==> config.mk <==
export PLATFORM = sky130hd
export DESIGN_NAME = radio_tx_core
export DESIGN_NICKNAME = d
export VERILOG_FILES = /design/src/radio_tx_pkg.sv /design/src/tx_nibble_capture.sv /design/src/iq_sample_fifo.sv /design/src/cmd_decoder.sv /design/src/tx_keyer.sv /design/src/radio_tx_core.sv
export SDC_FILE = /design/constraint.sdc
export NUM_CORES = 1
export LEC_CHECK = 0
export ABC_AREA = 1
export BUFFER_PORTS_ARGS = -buffer_cell sky130_fd_sc_hd__buf_4
export CAP_MARGIN = 20
export CORE_AREA = 2 2 264 240
export DETAILED_ROUTE_END_ITERATION = 8
export DIE_AREA = 0 0 266 242
export GPL_ROUTABILITY_DRIVEN = 0
export HOLD_SLACK_MARGIN = 0.05
export PLACE_DENSITY_LB_ADDON = 0.08
export SYNTH_ARGS = -nofsm -noshare
export SYNTH_HDL_FRONTEND = slang
export SYNTH_SLANG_ARGS = --single-unit
export TNS_END_PERCENT = 10
==> constraint.sdc <==
create_clock -name pi_tx_clk -period 2.8 [get_ports pi_tx_clk]
set_input_delay 0.42 -clock pi_tx_clk [delete_from_list [all_inputs] [get_ports pi_tx_clk]]
set_output_delay 0.42 -clock pi_tx_clk [all_outputs]
set_load 0.05 [all_outputs]
==> src/radio_tx_pkg.sv <==
// Shared constants for the TX control path of the SDR core
// Command word field positions, IQ framing and buffer sizing

package radio_tx_pkg;

  // ----------------------------------------
  // Command word from the Pi SPI transfer
  // ----------------------------------------
  localparam int CMD_W        = 48;

  // Single-bit control fields
  localparam int CMD_CWX_BIT  = 41;
  localparam int CMD_RUN_BIT  = 40;
  localparam int CMD_PTT_BIT  = 32;

  // Register address slice, bits 38:33
  localparam int CMD_ADDR_LSB = 33;
  localparam int CMD_ADDR_W   = 6;

  // Register data in the low bits
  localparam int CMD_DATA_W   = 32;

  // ----------------------------------------
  // IQ sample framing
  // ----------------------------------------
  localparam int BYTE_W       = 8;
  localparam int BYTES_PER_IQ = 4;
  localparam int BYTE_CNT_W   = $clog2(BYTES_PER_IQ);

  // First received byte lands in bits 31:24
  localparam int IQ_W         = BYTE_W * BYTES_PER_IQ;

  // Sample buffer depth, power of two
  localparam int IQ_FIFO_DEPTH = 16;

  // ----------------------------------------
  // CW keying
  // ----------------------------------------
  // Hold time after the last keyed sample, in clock cycles
  localparam int CW_HANG_CYCLES = 32;
  localparam int CW_HANG_W      = $clog2(CW_HANG_CYCLES + 1);

endpackage

==> src/tx_nibble_capture.sv <==
// Captures the Pi's 4-bit DDR TX stream and frames it into IQ samples
// Low nibble on the falling edge, high nibble on the next rising edge

module tx_nibble_capture import radio_tx_pkg::*; (
  input  logic            pi_tx_clk,
  input  logic            rst_n,
  input  logic [3:0]      tx_nibble,
  input  logic            tx_nibble_valid,
  input  logic            run,
  output logic            iq_wr,
  output logic [IQ_W-1:0] iq_wr_data
);

  // Falling-edge half of the current byte
  logic [3:0]               nib_lo;
  // Byte formed from this rising edge and the preceding falling edge
  logic [BYTE_W-1:0]        cur_byte;
  // First three bytes of the sample being framed
  logic [IQ_W-BYTE_W-1:0]   byte_sr;
  // Position of the next byte within the sample
  logic [BYTE_CNT_W-1:0]    byte_cnt;
  logic                     byte_take;
  logic                     last_byte;

  // ----------------------------------------
  // Falling edge, low nibble
  // ----------------------------------------
  always_ff @(negedge pi_tx_clk) begin
    nib_lo <= tx_nibble;
  end

  // Rising-edge nibble is the high half
  assign cur_byte  = {tx_nibble, nib_lo};
  assign byte_take = run & tx_nibble_valid;
  assign last_byte = (byte_cnt == BYTE_CNT_W'(BYTES_PER_IQ - 1));

  // ----------------------------------------
  // Byte counter and write strobe
  // ----------------------------------------
  always_ff @(posedge pi_tx_clk or negedge rst_n) begin
    if (!rst_n) begin
      byte_cnt <= '0;
      iq_wr    <= 1'b0;
    end else begin
      // Strobe only on the fourth byte
      iq_wr <= byte_take & last_byte;
      if (!run) begin
        // Alignment restarts when run rises again
        byte_cnt <= '0;
      end else if (tx_nibble_valid) begin
        // Wraps back to byte 0 after the fourth
        byte_cnt <= byte_cnt + 1'b1;
      end
    end
  end

  // ----------------------------------------
  // Byte shift and sample assembly
  // ----------------------------------------
  always_ff @(posedge pi_tx_clk) begin
    if (byte_take) begin
      // Oldest byte ends up in the top of the sample
      byte_sr <= {byte_sr[IQ_W-2*BYTE_W-1:0], cur_byte};
      if (last_byte) begin
        iq_wr_data <= {byte_sr, cur_byte};
      end
    end
  end

endmodule

==> src/iq_sample_fifo.sv <==
// Synchronous circular buffer for framed IQ samples
// Registered read port, sticky overflow and underflow flags

module iq_sample_fifo import radio_tx_pkg::*; #(
  parameter int DEPTH = IQ_FIFO_DEPTH
) (
  input  logic                     pi_tx_clk,
  input  logic                     rst_n,
  input  logic                     iq_wr,
  input  logic [IQ_W-1:0]          iq_wr_data,
  input  logic                     iq_rd,
  output logic [IQ_W-1:0]          iq_data,
  output logic                     iq_valid,
  output logic                     fifo_overflow,
  output logic                     fifo_underflow,
  output logic [$clog2(DEPTH):0]   fifo_level
);

  // Pointer width, DEPTH must be a power of two of at least 2
  localparam int AW = $clog2(DEPTH);

  logic [IQ_W-1:0] mem [DEPTH];
  logic [AW-1:0]   wr_ptr;
  logic [AW-1:0]   rd_ptr;
  logic [AW:0]     count;
  logic            full;
  logic            empty;
  logic            do_wr;
  logic            do_rd;

  assign full  = (count == (AW+1)'(DEPTH));
  assign empty = (count == '0);

  // A full buffer drops the write even when a read comes in the same cycle
  assign do_wr = iq_wr & ~full;
  assign do_rd = iq_rd & ~empty;

  assign fifo_level = count;

  // ----------------------------------------
  // Pointers, occupancy and flags
  // ----------------------------------------
  always_ff @(posedge pi_tx_clk or negedge rst_n) begin
    if (!rst_n) begin
      wr_ptr         <= '0;
      rd_ptr         <= '0;
      count          <= '0;
      iq_valid       <= 1'b0;
      fifo_overflow  <= 1'b0;
      fifo_underflow <= 1'b0;
    end else begin
      // Pointers wrap on the power-of-two boundary
      if (do_wr) begin
        wr_ptr <= wr_ptr + 1'b1;
      end
      if (do_rd) begin
        rd_ptr <= rd_ptr + 1'b1;
      end
      // Read and write together leave the count unchanged
      if (do_wr && !do_rd) begin
        count <= count + 1'b1;
      end else if (do_rd && !do_wr) begin
        count <= count - 1'b1;
      end
      iq_valid <= do_rd;
      // Sticky until reset
      if (iq_wr && full) begin
        fifo_overflow <= 1'b1;
      end
      if (iq_rd && empty) begin
        fifo_underflow <= 1'b1;
      end
    end
  end

  // ----------------------------------------
  // Storage and registered read data
  // ----------------------------------------
  always_ff @(posedge pi_tx_clk) begin
    if (do_wr) begin
      mem[wr_ptr] <= iq_wr_data;
    end
    if (do_rd) begin
      iq_data <= mem[rd_ptr];
    end
  end

endmodule

==> src/cmd_decoder.sv <==
// Splits the 48-bit Pi command word into register and control fields
// Fields update one cycle after cmd_valid, together with cmd_rqst

module cmd_decoder import radio_tx_pkg::*; (
  input  logic                  pi_tx_clk,
  input  logic                  rst_n,
  input  logic [CMD_W-1:0]      cmd_word,
  input  logic                  cmd_valid,
  output logic [CMD_ADDR_W-1:0] cmd_addr,
  output logic [CMD_DATA_W-1:0] cmd_data,
  output logic                  cmd_rqst,
  output logic                  run,
  output logic                  ptt,
  output logic                  cwx_enabled
);

  // ----------------------------------------
  // Control state
  // ----------------------------------------
  always_ff @(posedge pi_tx_clk or negedge rst_n) begin
    if (!rst_n) begin
      cmd_rqst    <= 1'b0;
      run         <= 1'b0;
      ptt         <= 1'b0;
      cwx_enabled <= 1'b0;
    end else begin
      // One pulse per command for the register slaves
      cmd_rqst <= cmd_valid;
      if (cmd_valid) begin
        run         <= cmd_word[CMD_RUN_BIT];
        ptt         <= cmd_word[CMD_PTT_BIT];
        cwx_enabled <= cmd_word[CMD_CWX_BIT];
      end
    end
  end

  // ----------------------------------------
  // Register address and data
  // ----------------------------------------
  // Held between commands, valid while cmd_rqst is high
  always_ff @(posedge pi_tx_clk) begin
    if (cmd_valid) begin
      cmd_addr <= cmd_word[CMD_ADDR_LSB +: CMD_ADDR_W];
      cmd_data <= cmd_word[CMD_DATA_W-1:0];
    end
  end

endmodule

==> src/tx_keyer.sv <==
// Transmit enable from run, push-to-talk and in-band CW key bits
// CW keying is held by a hang counter between keyed samples

module tx_keyer import radio_tx_pkg::*; (
  input  logic            pi_tx_clk,
  input  logic            rst_n,
  input  logic            run,
  input  logic            ptt,
  input  logic            cwx_enabled,
  input  logic [IQ_W-1:0] iq_data,
  input  logic            iq_valid,
  output logic            tx_on
);

  logic                 lsb_any;
  logic                 cw_key;
  logic [CW_HANG_W-1:0] hang_cnt;
  logic                 cw_active;

  // Key bit is the LSB of any byte in the sample
  always_comb begin
    lsb_any = 1'b0;
    for (int i = 0; i < BYTES_PER_IQ; i++) begin
      lsb_any = lsb_any | iq_data[i*BYTE_W];
    end
  end

  assign cw_key = iq_valid & cwx_enabled & lsb_any;

  // Keyed sample counts at once so tx_on follows iq_valid by one cycle
  assign cw_active = cw_key | (hang_cnt != '0);

  // ----------------------------------------
  // Hang counter
  // ----------------------------------------
  always_ff @(posedge pi_tx_clk or negedge rst_n) begin
    if (!rst_n) begin
      hang_cnt <= '0;
    end else if (!run) begin
      hang_cnt <= '0;
    end else if (cw_key) begin
      // Reload on every keyed sample
      hang_cnt <= CW_HANG_W'(CW_HANG_CYCLES);
    end else if (hang_cnt != '0) begin
      hang_cnt <= hang_cnt - 1'b1;
    end
  end

  // ----------------------------------------
  // Registered transmit enable
  // ----------------------------------------
  always_ff @(posedge pi_tx_clk or negedge rst_n) begin
    if (!rst_n) begin
      tx_on <= 1'b0;
    end else begin
      tx_on <= run & (ptt | cw_active);
    end
  end

endmodule

==> src/radio_tx_core.sv <==
// Top of the TX control path: nibble capture, sample FIFO,
// command decode and transmit keying, all on pi_tx_clk

module radio_tx_core import radio_tx_pkg::*; (
  input  logic                  pi_tx_clk,
  input  logic                  rst_n,
  // DDR nibble stream from the Pi
  input  logic [3:0]            tx_nibble,
  input  logic                  tx_nibble_valid,
  // Parallel command word after each SPI transfer
  input  logic [CMD_W-1:0]      cmd_word,
  input  logic                  cmd_valid,
  // DAC-side sample reader
  input  logic                  iq_rd,
  output logic [IQ_W-1:0]       iq_data,
  output logic                  iq_valid,
  output logic                  fifo_overflow,
  output logic                  fifo_underflow,
  // Register slave bus
  output logic [CMD_ADDR_W-1:0] cmd_addr,
  output logic [CMD_DATA_W-1:0] cmd_data,
  output logic                  cmd_rqst,
  // Keying
  output logic                  tx_on,
  output logic                  ptt_out
);

  logic            iq_wr;
  logic [IQ_W-1:0] iq_wr_data;
  logic            run;
  logic            ptt;
  logic            cwx_enabled;

  // ----------------------------------------
  // Stream capture and buffering
  // ----------------------------------------
  tx_nibble_capture u_capture (
    .pi_tx_clk       (pi_tx_clk),
    .rst_n           (rst_n),
    .tx_nibble       (tx_nibble),
    .tx_nibble_valid (tx_nibble_valid),
    .run             (run),
    .iq_wr           (iq_wr),
    .iq_wr_data      (iq_wr_data)
  );

  // Level is left for debug and the bound checker
  iq_sample_fifo #(
    .DEPTH (IQ_FIFO_DEPTH)
  ) u_fifo (
    .pi_tx_clk      (pi_tx_clk),
    .rst_n          (rst_n),
    .iq_wr          (iq_wr),
    .iq_wr_data     (iq_wr_data),
    .iq_rd          (iq_rd),
    .iq_data        (iq_data),
    .iq_valid       (iq_valid),
    .fifo_overflow  (fifo_overflow),
    .fifo_underflow (fifo_underflow),
    .fifo_level     ()
  );

  // ----------------------------------------
  // Command decode and keying
  // ----------------------------------------
  cmd_decoder u_cmd (
    .pi_tx_clk   (pi_tx_clk),
    .rst_n       (rst_n),
    .cmd_word    (cmd_word),
    .cmd_valid   (cmd_valid),
    .cmd_addr    (cmd_addr),
    .cmd_data    (cmd_data),
    .cmd_rqst    (cmd_rqst),
    .run         (run),
    .ptt         (ptt),
    .cwx_enabled (cwx_enabled)
  );

  // Keyer watches the samples as they leave the FIFO
  tx_keyer u_keyer (
    .pi_tx_clk   (pi_tx_clk),
    .rst_n       (rst_n),
    .run         (run),
    .ptt         (ptt),
    .cwx_enabled (cwx_enabled),
    .iq_data     (iq_data),
    .iq_valid    (iq_valid),
    .tx_on       (tx_on)
  );

  // External PA switch follows the transmit enable
  assign ptt_out = tx_on;

endmodule

== Yosys cells after proc, flatten, opt, wreduce, memory -nomap -nowiden ==
Memory sizes are Yosys's and may differ from the RTL's. A register that Yosys moved wholly into a read port is not among the register bits.
Index checks and enable logic that the tools add are counted.

* Output and inout bits: 76
* Input bits: 57
* Memories: 1
* Register bits after elaboration: 128
* Memory bits (writable): 512

{| class="wikitable"
|+ Memory list
! name !! words !! bits a word !! read ports !! clocked after memory_dff !! write ports !! line !! RTL
|-
| u_fifo.mem || 16 || 32 || 1 || 1 || 1 || iq_sample_fifo.sv:22 || <nowiki>logic [IQ_W-1:0] mem [DEPTH];</nowiki>
|}

* Add/sub/neg operators: 6
* Bitwise logic cells: 14
* Mux-type cells: 9
* Equal/unequal tests: 4
* Reduce and logical (&&, ||, !) cells: 10

{| class="wikitable"
|+ Operators by type and width
! operator !! number
|-
| 6-bit two-way mux || 3
|-
| 5-bit two-way mux || 2
|-
| 4-bit by 1-bit adder with 4-bit output (second input constant) || 2
|-
| 1-bit bitwise AND || 7
|-
| 6-bit nonzero test || 1
|-
| 6-bit by 1-bit subtractor with 6-bit output (second input constant) || 1
|-
| 5-bit by 1-bit adder with 5-bit output (second input constant) || 1
|-
| 5-bit equality test (second input constant) || 1
|-
| 5-bit zero test || 1
|-
| 1-bit OR || 5
|-
| 5-bit by 1-bit subtractor with 5-bit output (second input constant) || 1
|-
| 1-bit logical AND || 4
|-
| 2-bit two-way mux || 2
|-
| 3-bit by 1-bit != test with 1-bit output (second input constant) || 1
|-
| 2-bit by 1-bit adder with 2-bit output (second input constant) || 1
|-
| 2-bit equality test (second input constant) || 1
|-
| 1-bit zero test || 2
|-
| 1-bit two-way mux || 2
|-
| 2-bit != test (second input constant) || 1
|-
| 1-bit inverter || 2
|-
| 2-bit AND reduction || 1
|-
| 2-bit nonzero test || 1
|}

== Depth between registers and ports, before layout ==
Gate-level depths: netlist (run 1).

* Depth in word-level cells: 7
* Gate-level depth with buffers: 13
* Depth with buffers taken out: 13

== Cells and area by module ==
From an unflattened synthesis (run 1), not the netlist that was laid out.

* Cells, all modules: 2334
* Area, all modules: 26845.7 µm²

{| class="wikitable"
|+ By module, submodules not included
! module !! area an instance (µm²) !! instances !! cells each !! sequential area each (µm²)
|-
| iq_sample_fifo || 23221.0 || 1 || 2149 || 16736.1
|-
| tx_nibble_capture || 1908.1 || 1 || 77 || 1836.8
|-
| cmd_decoder || 1278.7 || 1 || 52 || 1241.2
|-
| tx_keyer || 430.4 || 1 || 55 || 175.2
|-
| radio_tx_core || 7.5 || 1 || 1 || 0.0
|}

==> results.toml, run 1 <==
[placed_design]
port_buffers = 125
dp_cells = 3263
dp_hpwl_mm = 34.9

[synth]
synthTopCellsByCount = "nand2_1, edfxtp_1, inv_1"
ys.flop_type = "edfxtp_1"
syn-cell-area_um2 = 27500
yosysSeqAreaShare = 0.728
yosysUniqueCellTypes = 28
yosysTopAreaCellShare = 0.697
yosys_warnings = 0
ys_async_sr_fraction = 0.0446
synth-edff-count = 638
post-synth-top-area-cell = "edfxtp_1"
synth_most_common_cell = "nand2_1"
syn_avg_cell_area_um2 = 11.5
synthTopCellsByArea = "edfxtp_1, nand2_1, nand3_1"
synthesis.nets = 2460
ys_ff_latch = 672
synth_cells = 2391

[worst_hold_path]
hold_path_class = "in2reg"

[clock_tree]
clk_latency_ns = 0.63
cts_buffers = 72
clock_path_buffers = 3
cts_tree = "built"
path_clk_slew_ns = 0.06
htree_levels = 3
cts_sinks = 672
clock-root-buffer = "clkbuf_16"
post_cts_resized = 0

[final_layout]
layout.area.seq_um2 = 20000
fin_util = 0.518
multi_input_area_um2 = 5310
insertedDiodeCount = 0
fill_cells = 5399
drive_above_1_share = 0.111
final_cells = 3436
final_nets = 2654
area_growth_pct = 16.7

[critical_path]
slowest_delay_ns = 0.43
crit_path_end_kind = "flop"
critPathMostFrequentCell = "nand2_1"
r2r_slack_ns = 0.54
crit_slowest_cell = "dfrtp_1"
start_kind = "flop"
cp_num_buf_inv = 2
critPathTopFamily = "simple AND/OR/NAND/NOR gates"
cp_max_fo = 9
critPathArrivalTime_ns = 2.74
worst_ep_required_time_ns = 3.28
cp_cell_sequence = "nor2_1, nand4_1, nand2_1, inv_2, ha_1, inv_1, ha_1, a21oi_1, nand2_1, o21ai_0, nand2_1, nand2_1, nand2_1"
crit_type = "reg2reg"

[detailed_routing]
initialDrtViolationCount = 1439
wl_mm = 65.0
dr.pass1.iters = 5
routed_via_density = 4.92
drc = 0
vias = 16903
detail-route-antenna-nets = 0
wire_per_inst_um = 18.9

[grt]
grt_pass1_vias = 16103
grt-ovfl-total = 0
grt_usage = 0.204
grt_pass1_wl_mm = 98.3
grt_max_degree = 125
antenna_found_initial = 0

[flow_run]
max_cap_violations = 0

[sta]
maxSlewHeadroom = 0.515
fin_setup_tns_ns = 0
holdWs_ns = 0.0935
finalCriticalPeriod_ns = 2.26
maxSlewViolCount = 0
max_freq_mhz = 443
worstMarginPinSlew_ns = 0.728
skew_ns = 0.0360
finalSetupViolCount = 0
rsz0062_at_grt = "no"
fin_crit_sh = 0.806
hold_viol_final = 0

[floorplanning]
design.die.area_um2 = 64400
rows = 87
die_w_um = 266
core_area_um2 = 61800
start_util = 0.444
io_pins = 133
die_y_um = 242

[pwr]
leakagePower_nw = 13.3
total_power_mw = 29.7
powerDensity_nw_per_um2 = 926
ir_drop_v = 0.000634

[status]
status = "completed"
[worst reg2reg max path: stages (launching register included)]
cell and delay [ns]:
dfrtp_1 0.43, nor2_1 0.19, nand4_1 0.13, nand2_1 0.16
inv_2 0.10, ha_1 0.20, inv_1 0.16, ha_1 0.30
a21oi_1 0.18, nand2_1 0.06, o21ai_0 0.07, nand2_1 0.07
nand2_1 0.06, nand2_1 0.04
[report_power, final]
group	switching [mW]	internal [mW]
clock network	3.70	5.08
registers	0.478	11.6
logic	6.18	2.67
total	10.4	19.3
[logic make-up after synthesis]
logic type,count (synthesis),share of synthesized area
buffers and inverters,522,0.0836
xor gates and xnor gates,6,0.00191
adders and majority gates,12,0.00574
AOI/OAI and AO/OA,25,0.00474
DFF,672,0.728
and+or+nand+nor,1153,0.176
muxes,1,0.000410
[area by class of cell]
cell class                 instances  area share
sequential                       672       0.624
clock inverter                    36     0.00753
tap                              801      0.0313
inverter                         414      0.0487
multi-input combinational       1197       0.166
timing repair buffer             224      0.0635
clock buffer                      92      0.0592
[metrics by stage]
stage,worst slack [ns],cell area (um^2)
6_report,0.544,32000
5_1_grt,0.294,32000
4_1_cts,0.524,32000
3_5_place_dp,0.531,29500
3_3_place_gp,0.488,29500
2_1_floorplan,0.125,27500
[path summary, 6_finish.rpt]
path                                  startpoint                  endpoint  depth (start not counted)
hold / removal                             iq_rd     u_fifo.fifo_underflow                          3
setup / recovery            u_fifo.fifo_level[0]      u_fifo.fifo_level[4]                         13
min in group asynchronous                  rst_n            u_cmd.cmd_rqst                          2
setup reg to reg            u_fifo.fifo_level[0]      u_fifo.fifo_level[4]                         13
max in group asynchronous                  rst_n          u_fifo.rd_ptr[0]                          2
hold reg to reg            u_capture.byte_sr[20]  u_capture.iq_wr_data[28]                          0
[placed cells by master, fill, tap and decap left out, types with 2 or more instances in the layout]
| master | count |
|---|---|
| a21oi_1 | 10 |
| buf_12 | 19 |
| buf_4 | 159 |
| bufinv_16 | 3 |
| clkbuf_1 | 19 |
| clkbuf_16 | 73 |
| clkinv_1 | 19 |
| clkinv_2 | 8 |
| dfrtp_1 | 26 |
| dfrtp_2 | 2 |
| dfrtp_4 | 2 |
| dfxtp_1 | 4 |
| dlygate4sd3_1 | 46 |
| edfxtp_1 | 638 |
| ha_1 | 11 |
| inv_1 | 412 |
| inv_2 | 4 |
| nand2_1 | 718 |
| nand3_1 | 396 |
| nand4_1 | 2 |
| nor2_1 | 18 |
| nor2_4 | 17 |
| o21ai_0 | 13 |
| o21bai_1 | 2 |
| xnor2_1 | 2 |
| xor2_1 | 4 |
[sequential cells by signal, summed over array words and instances (netlist names), 2 cells and up]
register,count
u_cmd.cmd_addr,6
u_fifo.fifo_level,5
u_capture.nib_lo,4
u_capture.iq_wr_data,32
u_fifo.wr_ptr,4
u_keyer.hang_cnt,6
u_capture.byte_sr,24
u_fifo.mem,512
u_capture.byte_cnt,2
u_cmd.cmd_data,32
u_fifo.rd_ptr,4
u_fifo.iq_data,32
[layer usage]
layer / up-vias / track usage / share of wire
li1: 8210 / - / -
met1: 8242 / 0.296 / 0.47
met2: 353 / 0.321 / 0.46
met3: 98 / 0.0338 / 0.046
met4: 0 / 0.0525 / 0.022
met5: - / 0 / 0
[repair_timing]
| action | 4_1_cts | 5_1_grt |
|---|---|---|
| hold endpoints to repair | 79 | 0 |
| buffers inserted | 0 | 0 |
| endpoints found under the setup margin | 0 | 0 |
| hold buffers | 46 | 0 |
(Power assumes the default switching activity.)
==> inputs of run 2 (changes only) <==
- ABC_AREA: 1 -> 0
- CORE_AREA: 2 2 264 240 -> 2 2 250 227
- DIE_AREA: 0 0 266 242 -> 0 0 252 229
- clock period: 2.8 -> 2.1 ns (I/O delays scaled with it)
==> results.toml, run 2 <==
[status]
status = "complete, but fails checks"
failed_checks = "negative setup slack"

[critical_path]
r2r_start = "u_fifo.fifo_level[0]"
worst_ep_required_time_ns = 2.58
crit_type = "reg2reg"
crit_start = "u_fifo.fifo_level[0]"
critPathArrivalTime_ns = 3.15
cp_max_fo = 3
crit_path_end_kind = "flop"
start_kind = "flop"

[synth]
yosys_warnings = 0
ys_async_sr_fraction = 0.0446
ys_ff_latch = 672
synthesis.nets = 1136
synth_cells = 1067
yosysSeqAreaShare = 0.813
ys.flop_type = "edfxtp_1"
synth_most_common_cell = "edfxtp_1"
post-synth-top-area-cell = "edfxtp_1"
syn-cell-area_um2 = 24600
synthTopCellsByCount = "edfxtp_1, mux4_2, a22oi_1"
synthTopCellsByArea = "edfxtp_1, mux4_2, dfrtp_1"
yosysTopAreaCellShare = 0.779
synth-edff-count = 638
syn_avg_cell_area_um2 = 23.0
yosysUniqueCellTypes = 45

[grt]
grt_usage = 0.194
grt-ovfl-total = 0
grt_pass1_vias = 12125
antenna_found_initial = 0
grt_pass1_wl_mm = 80.9
grt_max_degree = 45

[final_layout]
insertedDiodeCount = 0
design_area_um2 = 30800
final_cell_mix = "edfxtp_1, buf_4, mux4_2"
regMostFlops = "u_fifo.mem"
largest_reg_flops = 512
area_growth_pct = 25.2
final_nets = 1468
layout_commonest_cell = "edfxtp_1"
drive_above_1_share = 0.359

[pwr]
swShare = 0.288
seqPwrFrac = 0.413
intPower_mw = 27.2
clock_power_share = 0.306
powerDensity_nw_per_um2 = 1240
ir_drop_v = 0.000777
switchingPower_mw = 11.0
leakagePower_nw = 10.4
pwr-share-comb = 0.282

[detailed_routing]
drc = 0
wl_mm = 56.0
initialDrtViolationCount = 820
vias = 11793
dr.pass1.iters = 4
wire_per_inst_um = 25.9
detail-route-antenna-nets = 0
routed_via_density = 5.46

[placed_design]
dpl_cell_area_um2 = 27600
port_buffers = 125
dp_hpwl_mm = 31.7

[sta]
holdWs_ns = 0.134
max_freq_mhz = 375
worst_slack_ns = -0.568
skew_ns = 0.0333
hold_viol_final = 0
maxSlewViolCount = 0
finalCriticalPeriod_ns = 2.67
finalSetupViolCount = 468
fin_crit_sh = 1.27
rsz0062_at_grt = "yes"
maxSlewHeadroom = 0.521
worstMarginPinSlew_ns = 0.710

[clock_tree]
cts_tree = "built"
htree_levels = 3
clock-root-buffer = "clkbuf_16"
path_clk_slew_ns = 0.06
cts_sinks = 672
clock_path_buffers = 3
cts_buffers = 69
clk_latency_ns = 0.62

[worst_hold_path]
min_from = "cmd_valid"
hold_path_class = "in2reg"

[floorplanning]
io_pins = 133
design.die.area_um2 = 57700
core_area_um2 = 55200
die_y_um = 229
die_w_um = 252
start_util = 0.445
rows = 82

[flow_run]
max_cap_violations = 0
-- run 2: cell count changes after synthesis, sizes merged, moves of 15 or more --
cell,delta
nand2,-675
mux4,+128
nand3,-394
and2,+15
inv,-402
buf,-68
nor2,-23
a22oi,+64
-- run 2: layout make-up --
type	count	area (um^2)
inverter	11	43.8
sequential	672	20000
multi-input combinational	337	4500
clock inverter	32	272
tap	714	893
clock buffer	90	1860
fill	4173	24400
timing repair buffer	304	3200
-- run 2: power groups by stage --
stage | registers (mW) | clock network (mW) | logic, mW
floorplan | 17.3 | 0.0148 | 5.26
global placement | 16.0 | 0.0148 | 10.2
detailed placement | 16.0 | 0.0148 | 10.2
CTS | 15.8 | 12.0 | 10.5
global route | 15.8 | 12.5 | 11.5
finish | 15.8 | 11.7 | 10.8
-- run 2: worst paths after layout --
check	to	slack [ns]	cells past startpoint
max in group asynchronous	u_fifo.rd_ptr[0]	1.58	2
max reg2reg	u_fifo.fifo_level[4]	-0.57	9
min reg2reg	u_capture.iq_wr_data[26]	0.42	0
min in group asynchronous	u_fifo.fifo_level[4]	0.19	2
max	u_fifo.fifo_level[4]	-0.57	9
min	u_cmd.cmd_rqst	0.13	1
-- run 2: layer usage --
metal	GRT usage	share of wire
met5	0	0
met1	0.275	0.44
met4	0.0462	0.018
met2	0.317	0.50
met3	0.0343	0.041
-- run 2: metrics by stage --
stage	cells	util	TNS (ns)	setup WS (ns)	total power, mW
global placement	1960	0.500	-9.05	-0.603	26.3
CTS	2133	0.549	-1.97	-0.584	38.2
floorplan	1067	-	-97.49	-0.662	22.6
finish	2160	0.557	-20.95	-0.568	38.2
global route	2160	0.557	-46.29	-0.671	39.8
detailed placement	1960	0.500	-19.80	-0.635	26.3
-- run 2: logic make-up after synthesis --
logic type	Yosys count	share of synthesized area
compound gates	87	0.0265
xor+xnor	11	0.00392
fa+ha+maj	12	0.00641
buf+inv	59	0.0119
flops	672	0.813
mux	134	0.120
simple gates	92	0.0182
-- run 2: timing repair --
action	in CTS	in global routing
cloned	1	6
pin swaps	9	9
hold buffers	48	0
endpoints found under the hold margin	82	0
gates resized for setup	17	29
setup buffers	3	21
setup endpoints to repair	398	436
-- run 2: worst max-delay path: stages (launching register included) --
cell and delay, ns:
dfrtp_1 0.38, or4_4 0.56, o21ai_4 0.17, ha_4 0.17, inv_4 0.05, fa_2 0.35, a21o_1 0.20, a2111oi_4 0.29
a31oi_1 0.07, a221o_1 0.31
==> inputs of run 3 (changes only) <==
- CORE_AREA: 2 2 250 227 -> 2 2 272 247
- DIE_AREA: 0 0 252 229 -> 0 0 274 249
==> results.toml, run 3 (synthesis results as in run 2) <==
[detailed_routing]
detail-route-antenna-nets = 0
vias = 11677
dr.pass1.iters = 6
drc = 0
wl_mm = 57.8
initialDrtViolationCount = 817
wire_per_inst_um = 25.4
routed_via_density = 5.13

[floorplanning]
design.die.area_um2 = 68200
rows = 89
io_pins = 133
die_y_um = 249
core_area_um2 = 65300
die_w_um = 274
start_util = 0.377

[status]
status = "complete, but fails checks"
failed_checks = "negative setup slack"

[clock_tree]
cts_sinks = 672
cts_tree = "built"
clock-root-buffer = "clkbuf_16"
clock_path_buffers = 3
path_clk_slew_ns = 0.06
cts_buffers = 72
clk_latency_ns = 0.62
htree_levels = 3

[critical_path]
worst_ep_required_time_ns = 2.58
start_kind = "flop"
crit_type = "reg2reg"
crit_path_end_kind = "flop"
cp_max_fo = 2
critPathArrivalTime_ns = 3.16

[pwr]
ir_drop_v = 0.000958
total_power_mw = 38.2
powerDensity_nw_per_um2 = 1240
leakagePower_nw = 10.2

[final_layout]
drive_above_1_share = 0.341
final_nets = 1430
area_growth_pct = 25.0
final_cell_mix = "edfxtp_1, buf_4, mux4_2"
insertedDiodeCount = 0
design_area_um2 = 30700
largest_reg_flops = 512
regMostFlops = "u_fifo.mem"
fin_util = 0.471
layout_commonest_cell = "edfxtp_1"

[grt]
grt_max_degree = 43
grt_usage = 0.171
antenna_found_initial = 0
grt_pass1_vias = 12365
grt_pass1_wl_mm = 84.5
grt-ovfl-total = 0

[flow_run]
max_cap_violations = 0

[sta]
max_freq_mhz = 373
fin_crit_sh = 1.28
worstMarginPinSlew_ns = 0.718
worst_slack_ns = -0.580
rsz0062_at_grt = "yes"
hold_viol_final = 0
maxSlewHeadroom = 0.517
holdWs_ns = 0.133
skew_ns = 0.0440
maxSlewViolCount = 0
fin_setup_tns_ns = -28.73
finalCriticalPeriod_ns = 2.68
finalSetupViolCount = 490

[placed_design]
dpl_cell_area_um2 = 27600
port_buffers = 125
dp_hpwl_mm = 32.7

[worst_hold_path]
hold_path_class = "in2reg"
[run 3: through the flow]
stage               setup slack (ns)  cells
detailed placement            -0.628   2090
global route                  -0.664   2276
global placement              -0.645   2090
CTS                           -0.632   2270
finish                        -0.580   2276
floorplan                     -0.662   1067
[run 3: layout make-up]
| cell class | instances | area, um^2 |
|---|---|---|
| Timing Repair Buffer | 264 | 2860 |
| Inverter | 11 | 43.8 |
| Multi-Input combinational cell | 336 | 4480 |
| Tap cell | 864 | 1080 |
| Fill cell | 5485 | 34500 |
| Clock buffer | 98 | 1970 |
| Sequential cell | 672 | 20000 |
| Clock inverter | 31 | 300 |
[run 3: power by group]
group | internal, mW | switching [mW] | total [mW] | leakage (nW)
registers | 15.4 | 0.401 | 15.8 | 6.21
clock network | 7.31 | 5.00 | 12.3 | 1.12
logic | 4.47 | 5.61 | 10.1 | 2.92
[run 3: worst max-delay path, cell delays in order, from the launching register on]
cell       delay (ns)
dfrtp_1          0.37
or4_4            0.56
o21ai_4          0.19
ha_4             0.17
inv_4            0.04
fa_2             0.34
a21o_1           0.21
a2111oi_2        0.30
a31oi_1          0.07
a221o_1          0.32
[run 3: per-layer routing]
metal,global-route usage,share of wire
met1,0.240,0.45
met2,0.280,0.50
met3,0.0306,0.034
met4,0.0394,0.018
met5,0,0
[run 3: path summary, 6_finish.rpt]
check | endpoint | cells past startpoint | slack [ns] | startpoint
max in group asynchronous | u_fifo.rd_ptr[1] | 2 | 1.56 | rst_n
worst max register to register | u_fifo.fifo_level[4] | 9 | -0.58 | u_fifo.fifo_level[0]
min in group asynchronous | u_cmd.cmd_rqst | 2 | 0.21 | rst_n
worst min register to register | u_capture.iq_wr_data[27] | 0 | 0.44 | u_capture.byte_sr[19]
worst max-delay path | u_fifo.fifo_level[4] | 9 | -0.58 | u_fifo.fifo_level[0]
worst min-delay path | u_cmd.cmd_rqst | 1 | 0.13 | cmd_valid
[run 3: timing repair]
item / CTS / global route
resized for setup: 17 / 20
setup endpoints to repair: 286 / 527
pin swaps: 11 / 5
cloned: 3 / 4
hold buffers: 48 / 0
setup buffers: 1 / 2
endpoints found under the hold margin: 82 / 0
